--- config.mk ---
export PLATFORM = sky130hd
export DESIGN_NAME = rv_decode_top
export DESIGN_NICKNAME = d
export VERILOG_FILES = /design/src/rv_decode_pkg.sv /design/src/rv_decode_top.sv /design/src/rv_issue_port.sv /design/src/rv_op_fifo.sv /design/src/rv_decode_stage.sv /design/src/rv_op_decoder.sv /design/src/rv_imm_gen.sv
export SDC_FILE = /design/constraint.sdc
export NUM_CORES = 1
export LEC_CHECK = 0
export BUFFER_PORTS_ARGS = -buffer_cell sky130_fd_sc_hd__buf_4
export CORE_ASPECT_RATIO = 0.9
export CORE_MARGIN = 2
export CORE_UTILIZATION = 55
export DETAILED_ROUTE_END_ITERATION = 7
export PLACE_DENSITY = 0.82
export SETUP_SLACK_MARGIN = 0.3
export SYNTH_ARGS = -nofsm -noshare
export SYNTH_HDL_FRONTEND = slang
export SYNTH_SLANG_ARGS = --single-unit
--- constraint.sdc ---
create_clock -name clk_i -period 14.5 [get_ports clk_i]
set_clock_uncertainty 0.05 [all_clocks]
set_input_delay 2.175 -clock clk_i [delete_from_list [all_inputs] [get_ports clk_i]]
set_output_delay 2.175 -clock clk_i [all_outputs]
set_load 0.01 [all_outputs]
--- src/rv_decode_pkg.sv ---
`default_nettype none

package rv_decode_pkg;

	localparam int xlen = 32;

	typedef logic [4:0] reg_addr_t;

	// rv32i major opcodes
	typedef enum logic [6:0] {
		opc_load   = 7'b0000011,
		opc_op_imm = 7'b0010011,
		opc_auipc  = 7'b0010111,
		opc_store  = 7'b0100011,
		opc_op     = 7'b0110011,
		opc_lui    = 7'b0110111,
		opc_branch = 7'b1100011,
		opc_jalr   = 7'b1100111,
		opc_jal    = 7'b1101111,
		opc_system = 7'b1110011
	} opcode_e;

	typedef enum logic [2:0] {
		fmt_none, fmt_i, fmt_s, fmt_b, fmt_u, fmt_j, fmt_shamt
	} imm_fmt_e;

	typedef struct packed {
		logic [6:0] funct7;
		reg_addr_t  rs2;
		reg_addr_t  rs1;
		logic [2:0] funct3;
		reg_addr_t  rd;
		logic [6:0] opcode;
	} r_fmt_t;

	typedef struct packed {
		logic [11:0] imm12;
		reg_addr_t   rs1;
		logic [2:0]  funct3;
		reg_addr_t   rd;
		logic [6:0]  opcode;
	} i_fmt_t;

	// shared by stores and branches
	typedef struct packed {
		logic [6:0] imm_hi;
		reg_addr_t  rs2;
		reg_addr_t  rs1;
		logic [2:0] funct3;
		logic [4:0] imm_lo;
		logic [6:0] opcode;
	} s_fmt_t;

	typedef union packed {
		r_fmt_t r_view;
		i_fmt_t i_view;
		s_fmt_t s_view;
	} inst_word_u;

	typedef enum logic [3:0] {
		alu_add, alu_sub, alu_sll, alu_slt, alu_sltu,
		alu_xor, alu_srl, alu_sra, alu_or, alu_and
	} alu_op_e;

	typedef enum logic [1:0] {mem_none, mem_load, mem_store} mem_kind_e;

	// same encoding as funct3[1:0] of loads and stores
	typedef enum logic [1:0] {size_byte, size_half, size_word} mem_size_e;

	typedef enum logic [2:0] {
		br_none, br_eq, br_ne, br_lt, br_ge, br_ltu, br_geu
	} br_cond_e;

	typedef enum logic [1:0] {jump_none, jump_jal, jump_jalr} jump_e;

	typedef enum logic [2:0] {
		wb_none, wb_alu, wb_mem, wb_pc4, wb_imm, wb_pc_imm
	} wb_sel_e;

	typedef struct packed {
		reg_addr_t       rs1;
		reg_addr_t       rs2;
		reg_addr_t       rd;
		logic            rd_wen;
		alu_op_e         alu_op;
		logic            alu_src_imm;
		logic [xlen-1:0] imm;
		mem_kind_e       mem_kind;
		mem_size_e       mem_size;
		logic            mem_unsigned;
		br_cond_e        br_cond;
		jump_e           jump;
		wb_sel_e         wb_sel;
		logic            trap;
		logic            illegal;
	} dec_op_t;

endpackage

`default_nettype wire
--- src/rv_decode_top.sv ---
`default_nettype none

module rv_decode_top #(
	parameter int FIFO_DEPTH = 4
) (
	input  logic                      clk_i,
	input  logic                      rst_n,
	input  rv_decode_pkg::inst_word_u inst,
	input  logic                      inst_req,
	output logic                      inst_ack,
	output rv_decode_pkg::dec_op_t    op,
	output logic                      op_req,
	input  logic                      op_ack
);

	logic push;
	logic full;
	logic pop;
	logic empty;
	rv_decode_pkg::dec_op_t push_data;
	rv_decode_pkg::dec_op_t pop_data;

	rv_decode_stage u_decode_stage (
		.clk_i     (clk_i),
		.rst_n     (rst_n),
		.inst      (inst),
		.inst_req  (inst_req),
		.inst_ack  (inst_ack),
		.full      (full),
		.push      (push),
		.push_data (push_data)
	);

	rv_op_fifo #(
		.DEPTH (FIFO_DEPTH)
	) u_op_fifo (
		.clk_i     (clk_i),
		.rst_n     (rst_n),
		.push      (push),
		.push_data (push_data),
		.full      (full),
		.pop       (pop),
		.pop_data  (pop_data),
		.empty     (empty)
	);

	rv_issue_port u_issue_port (
		.clk_i    (clk_i),
		.rst_n    (rst_n),
		.empty    (empty),
		.pop_data (pop_data),
		.pop      (pop),
		.op       (op),
		.op_req   (op_req),
		.op_ack   (op_ack)
	);

endmodule

`default_nettype wire

--- src/rv_issue_port.sv ---
`default_nettype none

module rv_issue_port (
	input  logic                   clk_i,
	input  logic                   rst_n,
	input  logic                   empty,
	input  rv_decode_pkg::dec_op_t pop_data,
	output logic                   pop,
	output rv_decode_pkg::dec_op_t op,
	output logic                   op_req,
	input  logic                   op_ack
);

	typedef enum logic [1:0] {st_idle, st_req, st_rel} issue_st_e;

	issue_st_e state;

	// next record only once the sink has dropped ack
	assign pop = (state == st_idle) && !empty;
	assign op_req = (state == st_req);

	always_ff @(posedge clk_i) begin
		if (pop) begin
			op <= pop_data;
		end
	end

	always_ff @(posedge clk_i) begin
		if (!rst_n) begin
			state <= st_idle;
		end else begin
			case (state)
				st_idle: if (pop) state <= st_req;
				st_req: if (op_ack) state <= st_rel;
				st_rel: if (!op_ack) state <= st_idle;
				default: state <= st_idle;
			endcase
		end
	end

endmodule

`default_nettype wire

--- src/rv_op_fifo.sv ---
`default_nettype none

module rv_op_fifo #(
	parameter int DEPTH = 4
) (
	input  logic                   clk_i,
	input  logic                   rst_n,
	input  logic                   push,
	input  rv_decode_pkg::dec_op_t push_data,
	output logic                   full,
	input  logic                   pop,
	output rv_decode_pkg::dec_op_t pop_data,
	output logic                   empty
);

	localparam int AW = $clog2(DEPTH);

	rv_decode_pkg::dec_op_t mem [DEPTH];
	logic [AW:0] wptr;
	logic [AW:0] rptr;
	logic do_push;
	logic do_pop;

	// extra msb tells a wrapped writer from an equal reader
	assign empty = (wptr == rptr);
	assign full = (wptr[AW] != rptr[AW]) && (wptr[AW-1:0] == rptr[AW-1:0]);

	assign do_push = push && !full;
	assign do_pop = pop && !empty;

	// show-ahead read
	assign pop_data = mem[rptr[AW-1:0]];

	always_ff @(posedge clk_i) begin
		if (do_push) begin
			mem[wptr[AW-1:0]] <= push_data;
		end
	end

	always_ff @(posedge clk_i) begin
		if (!rst_n) begin
			wptr <= '0;
			rptr <= '0;
		end else begin
			if (do_push) begin
				wptr <= wptr + 1'b1;
			end
			if (do_pop) begin
				rptr <= rptr + 1'b1;
			end
		end
	end

endmodule

`default_nettype wire

--- src/rv_decode_stage.sv ---
`default_nettype none

module rv_decode_stage (
	input  logic                       clk_i,
	input  logic                       rst_n,
	input  rv_decode_pkg::inst_word_u  inst,
	input  logic                       inst_req,
	output logic                       inst_ack,
	input  logic                       full,
	output logic                       push,
	output rv_decode_pkg::dec_op_t     push_data
);

	typedef enum logic {st_wait, st_ack} stage_st_e;

	stage_st_e state;
	rv_decode_pkg::imm_fmt_e fmt;
	logic [rv_decode_pkg::xlen-1:0] imm;

	rv_op_decoder u_op_decoder (
		.inst (inst),
		.imm  (imm),
		.fmt  (fmt),
		.dec  (push_data)
	);

	rv_imm_gen u_imm_gen (
		.inst (inst),
		.fmt  (fmt),
		.imm  (imm)
	);

	// accept only with room in the fifo, otherwise ack is held back
	assign push = (state == st_wait) && inst_req && !full;
	assign inst_ack = (state == st_ack);

	always_ff @(posedge clk_i) begin
		if (!rst_n) begin
			state <= st_wait;
		end else begin
			case (state)
				st_wait: if (push) state <= st_ack;
				st_ack: if (!inst_req) state <= st_wait;
				default: state <= st_wait;
			endcase
		end
	end

endmodule

`default_nettype wire

--- src/rv_op_decoder.sv ---
`default_nettype none

module rv_op_decoder (
	input  rv_decode_pkg::inst_word_u           inst,
	input  logic [rv_decode_pkg::xlen-1:0]      imm,
	output rv_decode_pkg::imm_fmt_e             fmt,
	output rv_decode_pkg::dec_op_t              dec
);

	rv_decode_pkg::dec_op_t d;
	logic [6:0] f7;
	logic [2:0] f3;
	logic use_rs1;
	logic use_rs2;

	assign f7 = inst.r_view.funct7;
	assign f3 = inst.r_view.funct3;

	always_comb begin
		d = '0;
		fmt = rv_decode_pkg::fmt_none;
		use_rs1 = 1'b0;
		use_rs2 = 1'b0;
		case (inst.r_view.opcode)
			rv_decode_pkg::opc_op_imm: begin
				use_rs1 = 1'b1;
				d.rd_wen = 1'b1;
				d.alu_src_imm = 1'b1;
				d.wb_sel = rv_decode_pkg::wb_alu;
				fmt = rv_decode_pkg::fmt_i;
				case (f3)
					3'b000: d.alu_op = rv_decode_pkg::alu_add;
					3'b010: d.alu_op = rv_decode_pkg::alu_slt;
					3'b011: d.alu_op = rv_decode_pkg::alu_sltu;
					3'b100: d.alu_op = rv_decode_pkg::alu_xor;
					3'b110: d.alu_op = rv_decode_pkg::alu_or;
					3'b111: d.alu_op = rv_decode_pkg::alu_and;
					3'b001: begin
						d.alu_op = rv_decode_pkg::alu_sll;
						fmt = rv_decode_pkg::fmt_shamt;
						d.illegal = (f7 != 7'b0000000);
					end
					default: begin
						d.alu_op = f7[5] ? rv_decode_pkg::alu_sra : rv_decode_pkg::alu_srl;
						fmt = rv_decode_pkg::fmt_shamt;
						d.illegal = (f7 != 7'b0000000) && (f7 != 7'b0100000);
					end
				endcase
			end
			rv_decode_pkg::opc_op: begin
				use_rs1 = 1'b1;
				use_rs2 = 1'b1;
				d.rd_wen = 1'b1;
				d.wb_sel = rv_decode_pkg::wb_alu;
				case ({f7, f3})
					10'b0000000_000: d.alu_op = rv_decode_pkg::alu_add;
					10'b0100000_000: d.alu_op = rv_decode_pkg::alu_sub;
					10'b0000000_001: d.alu_op = rv_decode_pkg::alu_sll;
					10'b0000000_010: d.alu_op = rv_decode_pkg::alu_slt;
					10'b0000000_011: d.alu_op = rv_decode_pkg::alu_sltu;
					10'b0000000_100: d.alu_op = rv_decode_pkg::alu_xor;
					10'b0000000_101: d.alu_op = rv_decode_pkg::alu_srl;
					10'b0100000_101: d.alu_op = rv_decode_pkg::alu_sra;
					10'b0000000_110: d.alu_op = rv_decode_pkg::alu_or;
					10'b0000000_111: d.alu_op = rv_decode_pkg::alu_and;
					default: d.illegal = 1'b1;
				endcase
			end
			rv_decode_pkg::opc_load: begin
				use_rs1 = 1'b1;
				d.alu_src_imm = 1'b1;
				fmt = rv_decode_pkg::fmt_i;
				// lb lh lw lbu lhu only
				if (f3[1:0] == 2'b11 || f3[2:1] == 2'b11) begin
					d.illegal = 1'b1;
				end else begin
					d.rd_wen = 1'b1;
					d.mem_kind = rv_decode_pkg::mem_load;
					d.mem_size = rv_decode_pkg::mem_size_e'(f3[1:0]);
					d.mem_unsigned = f3[2];
					d.wb_sel = rv_decode_pkg::wb_mem;
				end
			end
			rv_decode_pkg::opc_store: begin
				use_rs1 = 1'b1;
				use_rs2 = 1'b1;
				d.alu_src_imm = 1'b1;
				fmt = rv_decode_pkg::fmt_s;
				if (f3[2] || f3[1:0] == 2'b11) begin
					d.illegal = 1'b1;
				end else begin
					d.mem_kind = rv_decode_pkg::mem_store;
					d.mem_size = rv_decode_pkg::mem_size_e'(f3[1:0]);
				end
			end
			rv_decode_pkg::opc_branch: begin
				use_rs1 = 1'b1;
				use_rs2 = 1'b1;
				fmt = rv_decode_pkg::fmt_b;
				// compare op for the alu, target is pc plus imm
				case (f3[2:1])
					2'b00: d.alu_op = rv_decode_pkg::alu_sub;
					2'b10: d.alu_op = rv_decode_pkg::alu_slt;
					2'b11: d.alu_op = rv_decode_pkg::alu_sltu;
					default: d.illegal = 1'b1;
				endcase
				case (f3)
					3'b000: d.br_cond = rv_decode_pkg::br_eq;
					3'b001: d.br_cond = rv_decode_pkg::br_ne;
					3'b100: d.br_cond = rv_decode_pkg::br_lt;
					3'b101: d.br_cond = rv_decode_pkg::br_ge;
					3'b110: d.br_cond = rv_decode_pkg::br_ltu;
					3'b111: d.br_cond = rv_decode_pkg::br_geu;
					default: d.br_cond = rv_decode_pkg::br_none;
				endcase
			end
			rv_decode_pkg::opc_jal: begin
				d.rd_wen = 1'b1;
				d.jump = rv_decode_pkg::jump_jal;
				d.wb_sel = rv_decode_pkg::wb_pc4;
				fmt = rv_decode_pkg::fmt_j;
			end
			rv_decode_pkg::opc_jalr: begin
				use_rs1 = 1'b1;
				d.alu_src_imm = 1'b1;
				fmt = rv_decode_pkg::fmt_i;
				if (f3 != 3'b000) begin
					d.illegal = 1'b1;
				end else begin
					d.rd_wen = 1'b1;
					d.jump = rv_decode_pkg::jump_jalr;
					d.wb_sel = rv_decode_pkg::wb_pc4;
				end
			end
			rv_decode_pkg::opc_lui: begin
				d.rd_wen = 1'b1;
				d.wb_sel = rv_decode_pkg::wb_imm;
				fmt = rv_decode_pkg::fmt_u;
			end
			rv_decode_pkg::opc_auipc: begin
				d.rd_wen = 1'b1;
				d.wb_sel = rv_decode_pkg::wb_pc_imm;
				fmt = rv_decode_pkg::fmt_u;
			end
			rv_decode_pkg::opc_system: begin
				// ebreak only, ecall and csr ops are not supported
				if (inst == 32'h0010_0073) begin
					d.trap = 1'b1;
				end else begin
					d.illegal = 1'b1;
				end
			end
			default: d.illegal = 1'b1;
		endcase
		if (d.illegal) begin
			d.rd_wen = 1'b0;
		end
		d.rs1 = use_rs1 ? inst.r_view.rs1 : '0;
		d.rs2 = use_rs2 ? inst.r_view.rs2 : '0;
		d.rd = d.rd_wen ? inst.r_view.rd : '0;
	end

	// immediate comes back from the generator for the selected format
	always_comb begin
		dec = d;
		dec.imm = imm;
	end

endmodule

`default_nettype wire

--- src/rv_imm_gen.sv ---
`default_nettype none

module rv_imm_gen (
	input  rv_decode_pkg::inst_word_u      inst,
	input  rv_decode_pkg::imm_fmt_e        fmt,
	output logic [rv_decode_pkg::xlen-1:0] imm
);

	localparam int w = rv_decode_pkg::xlen;

	rv_decode_pkg::i_fmt_t iw;
	rv_decode_pkg::s_fmt_t sw;

	assign iw = inst.i_view;
	assign sw = inst.s_view;

	always_comb begin
		case (fmt)
			rv_decode_pkg::fmt_i: imm = {{(w-12){iw.imm12[11]}}, iw.imm12};
			rv_decode_pkg::fmt_s: imm = {{(w-12){sw.imm_hi[6]}}, sw.imm_hi, sw.imm_lo};
			rv_decode_pkg::fmt_b: begin
				imm = {{(w-12){sw.imm_hi[6]}}, sw.imm_lo[0], sw.imm_hi[5:0],
					sw.imm_lo[4:1], 1'b0};
			end
			rv_decode_pkg::fmt_u: imm = {iw.imm12, iw.rs1, iw.funct3, 12'b0};
			rv_decode_pkg::fmt_j: begin
				imm = {{(w-20){iw.imm12[11]}}, iw.rs1, iw.funct3, iw.imm12[0],
					iw.imm12[10:1], 1'b0};
			end
			// shamt is never sign extended
			rv_decode_pkg::fmt_shamt: imm = {{(w-6){1'b0}}, iw.imm12[5:0]};
			default: imm = '0;
		endcase
	end

endmodule

`default_nettype wire

==> results summary <==
Along the worst hold path, the cell count comes to 2. The flow ran to the end, and the final reports show no timing, DRC or antenna violations. The worst setup path is captured at a register. Relative to the synthesized area, the layout overhead comes to 16.0%. The maximum number of pins on one net before global-route repair came out at 72. After detailed routing, the number of remaining DRC violations is 0. The design area came out at 15800 sq um. The post-cts sizing count is 0. Summed over all instances, the cell type with the most area after synthesis is sky130_fd_sc_hd__edfxtp_1. The number of port buffers is 105. The number of hold-repair buffers added at the cts stage is 0. Of the total power, combinational logic draws 20.0%.

The die outline width is 170 um. The final max-slew violation count is 0. The largest fanout on the critical path is 17. Each instance of the synthesized netlist takes up on average 19.6 sq um. Clock tree synthesis found a total of 349 sinks. The clock power share is 30.4%. The path with the worst hold slack has its endpoint at u_op_fifo.wptr[2]$_SDFFE_PN0P_.

Counting every net in the synthesized netlist gives 733. The via count of the first global-routing pass came to 7089. The initial antenna violation count came out at 1. The summed negative setup slack over all endpoints came out at 0 ns. The post-placement cell area is 14700 sq um. In this run the number of H-tree levels came out at 2. The ratio of total power to cell area came out at 174 nW/um^2. The max-capacitance violation count came out at 0. The die covers 26000 sq um.

The detailed router finished its first iteration with 664 violations. The number of ports placed on the die boundary is 106. Setup repair after global routing left no endpoint under its margin. The share of the core filled with cells is 65.0%.

Final hold analysis gives a worst-case slack of 0.539 ns. The final route contains 6976 vias. The shortest period the worst path allows is 4.08 ns. The overall routed net length is 28300 um. The arrival time at the worst endpoint is 4.27 ns.

The count of buffers added by post-CTS timing repair for setup is 0. The post-synth design cell area came out at 13600 sq um. The later-pin clock latency in the skew report came out at 0.52 ns. In this run switching power makes up 25.7% of total power.

The endpoint of the most critical register-to-register path is u_op_fifo.mem[0][47]$_DFFE_PP_. For this run, the post-layout net count is 854. The total internal power is 2.04 mW. The worst-margin pin slew is 1.06 ns.

After detailed routing, the number of vias per cell comes to 6.08. The cell sitting at the root of the clock tree is a sky130_fd_sc_hd__clkbuf_16. The gate family responsible for the most delay along the worst path is simple AND/OR/NAND/NOR gates.

The path category of the worst min-delay check is reg2reg. The overall overflow remaining after global route came out at 0. The analysis attributes to net switching a power of 705 uW.

The start point of the worst min-delay path is u_op_fifo.wptr[2]$_SDFFE_PN0P_. Clock-pin slew was measured on the worst setup and hold paths at 0.06 ns. In this run, distinct cell masters in the synthesized netlist total 60. During synthesis, Yosys emitted a total of 0 warnings.

The slowest cell on the critical path is sky130_fd_sc_hd__nor3b_1. The most numerous cell type found on the critical path is sky130_fd_sc_hd__nor3_1. The total global routing track utilization came out at 22.2%. In this run the tightest slew margin relative to its limit is 29.5%. TritonCTS built the clock tree. The worst path uses 28.1% of the clock period. The synthesized flop and latch total came out at 349. The worst setup path is launched from an input port. VDD sags by at most 122 uV. The setup check on the worst reg-to-reg path leaves a slack of 11.39 ns. The pre-antenna-repair detailed-routing pass consisted of 5 iterations. Timing would allow up to 245 MHz.

The placeable core region is 24300 sq um. The first global-routing pass estimated 42700 um of wire. The post-synthesis instance total came out at 692.

The floorplan row count is 54. Sequential cells account for 49.6% of the total power. The number of enable-type register cells in the synthesized netlist came out at 340. The sum of internal, switching and leakage power came out at 2.74 mW. The top-area cell type share of the netlist area is 75.1%. The count of antenna-violating nets left after detailed routing is 0. The layout filler cell count is 1595.

The worst flop-to-flop path startpoint is u_op_fifo.rptr[0]$_SDFFE_PN0P_. The die extent in y is 153 um. The worst path buffer plus inverter count is 1. The average routed wire per standard cell came out at 24.7 um. The sequential area share after synthesis came out at 76.4%.

The setup violation total in the final timing report is 0. After synthesis, the cell types taking the most area are sky130_fd_sc_hd__edfxtp_1, sky130_fd_sc_hd__mux4_2, sky130_fd_sc_hd__dfxtp_1. The critical path goes through buf_4, nor3_1, nor3b_1, a211o_1, nand2_1, nor3_1.

At the end of routability-driven placement, the weighted congestion stood at 0.879. By startpoint and endpoint, the worst setup path is classified as in2reg. The maximum cell stage delay along the critical path is 0.66 ns. The initial core utilization is 56.0%. The number of failing hold endpoints at the final stage is 0.

The post-detailed-placement half-perimeter wirelength came out at 17000 um. The worst-case reg-to-reg path depth came out at 4. Counting the buffers created by CTS gives 36. For the worst setup path, the data required time is 14.70 ns. The most used flip-flop cell after synthesis is sky130_fd_sc_hd__edfxtp_1. The fraction of final layout cells sized beyond drive strength 1 came out at 30.0%.

For this run, asynchronously set or reset flops after synthesis account for 0%. The reported leakage power is 5.09 nW. The maximum clock path buffer count is 3.
cell usage in the layout (no fill, tap or decap), types with 3 or more instances in the layout:
cell and instances:
sky130_fd_sc_hd__a211oi_1 6, sky130_fd_sc_hd__a21boi_0 3, sky130_fd_sc_hd__a21oi_1 15, sky130_fd_sc_hd__a21oi_2 3
sky130_fd_sc_hd__a22o_1 5, sky130_fd_sc_hd__and2_1 15, sky130_fd_sc_hd__and2_2 4, sky130_fd_sc_hd__and3_1 3
sky130_fd_sc_hd__buf_4 113, sky130_fd_sc_hd__clkbuf_1 8, sky130_fd_sc_hd__clkbuf_16 37, sky130_fd_sc_hd__clkinv_1 5
sky130_fd_sc_hd__clkinv_2 9, sky130_fd_sc_hd__dfxtp_1 7, sky130_fd_sc_hd__edfxtp_1 340, sky130_fd_sc_hd__ha_1 5
sky130_fd_sc_hd__inv_1 7, sky130_fd_sc_hd__inv_6 3, sky130_fd_sc_hd__mux4_2 68, sky130_fd_sc_hd__nand2_1 41
sky130_fd_sc_hd__nand2b_1 6, sky130_fd_sc_hd__nand3_1 15, sky130_fd_sc_hd__nor2_1 20, sky130_fd_sc_hd__nor2b_1 14
sky130_fd_sc_hd__nor3_1 9, sky130_fd_sc_hd__nor3b_1 5, sky130_fd_sc_hd__nor4_1 5, sky130_fd_sc_hd__o21a_1 5
sky130_fd_sc_hd__o21ai_0 8, sky130_fd_sc_hd__xnor2_1 7, sky130_fd_sc_hd__xor2_1 4
tightest hold or removal path: stages, from the launching register on:
cell and delay [ns]:
sky130_fd_sc_hd__dfxtp_1 0.34, sky130_fd_sc_hd__xnor2_1 0.16, sky130_fd_sc_hd__nor2b_1 0.04
kinds of logic after synthesis:
logic type,count (synthesis),share of synthesized area (%)
adder cells (fa/ha/maj),5,0.460
AND/OR/NAND/NOR,153,6.06
buffers and inverters,38,1.24
AO/OA/AOI/OAI,67,3.75
multiplexers,69,11.3
flip-flops,349,76.4
XOR/XNOR,11,0.709
per-layer routing:
layer  up-vias  routed length (um)  GRT usage [%]
met1      3534               11900           32.4
met2       321               13200           33.2
li1       3051                   -              -
met4         0                1040           8.95
met3        70                2160           4.66
met5         -                   0              0
how the worst max path moves through the flow:
stage,startpoint,to,cells after the start
after floorplan,inst_req,u_op_fifo.mem[3][0]$_DFFE_PP_,3
after global placement,inst_req,u_op_fifo.mem[1][41]$_DFFE_PP_,5
after detailed placement,inst_req,u_op_fifo.mem[0][30]$_DFFE_PP_,5
after CTS,inst_req,u_op_fifo.mem[0][65]$_DFFE_PP_,5
after global routing,inst[13],u_op_fifo.mem[2][57]$_DFFE_PP_,6
final,inst[13],u_op_fifo.mem[2][57]$_DFFE_PP_,6
cell usage after synthesis, drive strengths merged (3+ instances only):
cell	number
edfxtp	340
mux4	68
nand2	41
nor2	20
and2	19
a21oi	18
buf	18
nand3	16
nor2b	14
clkbuf	13
dfxtp	9
nor3	9
o21ai	9
inv	7
xnor2	7
a211oi	6
nand2b	6
a22o	5
ha	5
nor3b	5
nor4	5
o21a	5
xor2	4
a21boi	3
and3	3
sequential cells by signal (all words and copies together) (netlist names):
register	flops
u_op_fifo.wptr	3
u_decode_stage.inst_ack	1
u_op_fifo.mem	272
u_op_fifo.rptr	3
u_issue_port.state	2
u_issue_port.op	68
final cells by class:
cell class,count,area [sq um],share of cell area (%)
flip-flops and latches,349,10400,65.9
multi-input cells,305,3050,19.3
clock buffers,45,956,6.06
repair buffers,114,853,5.41
well taps,308,385,2.44
clock inverters,18,101,0.643
inverters,7,26.3,0.167
diodes,1,2.50,0.0159
power by group through the flow:
stage | logic (mW) | registers [mW] | clock network, mW
3_5_place_dp | 0.558 | 1.38 | 0
5_1_grt | 0.588 | 1.38 | 0.885
3_3_place_gp | 0.549 | 1.38 | 0
6_report | 0.549 | 1.36 | 0.832
4_1_cts | 0.564 | 1.36 | 0.848
2_1_floorplan | 0.262 | 1.42 | 0
per-stage QoR:
| stage | instances | setup slack, ns |
|---|---|---|
| after floorplan | 692 | 9.72 |
| after global placement | 1082 | 10.01 |
| after detailed placement | 1082 | 10.0 |
| after CTS | 1145 | 10.48 |
| after global routing | 1147 | 10.27 |
| final | 1147 | 10.42 |
No activity file was read; power rests on OpenSTA's default activity.
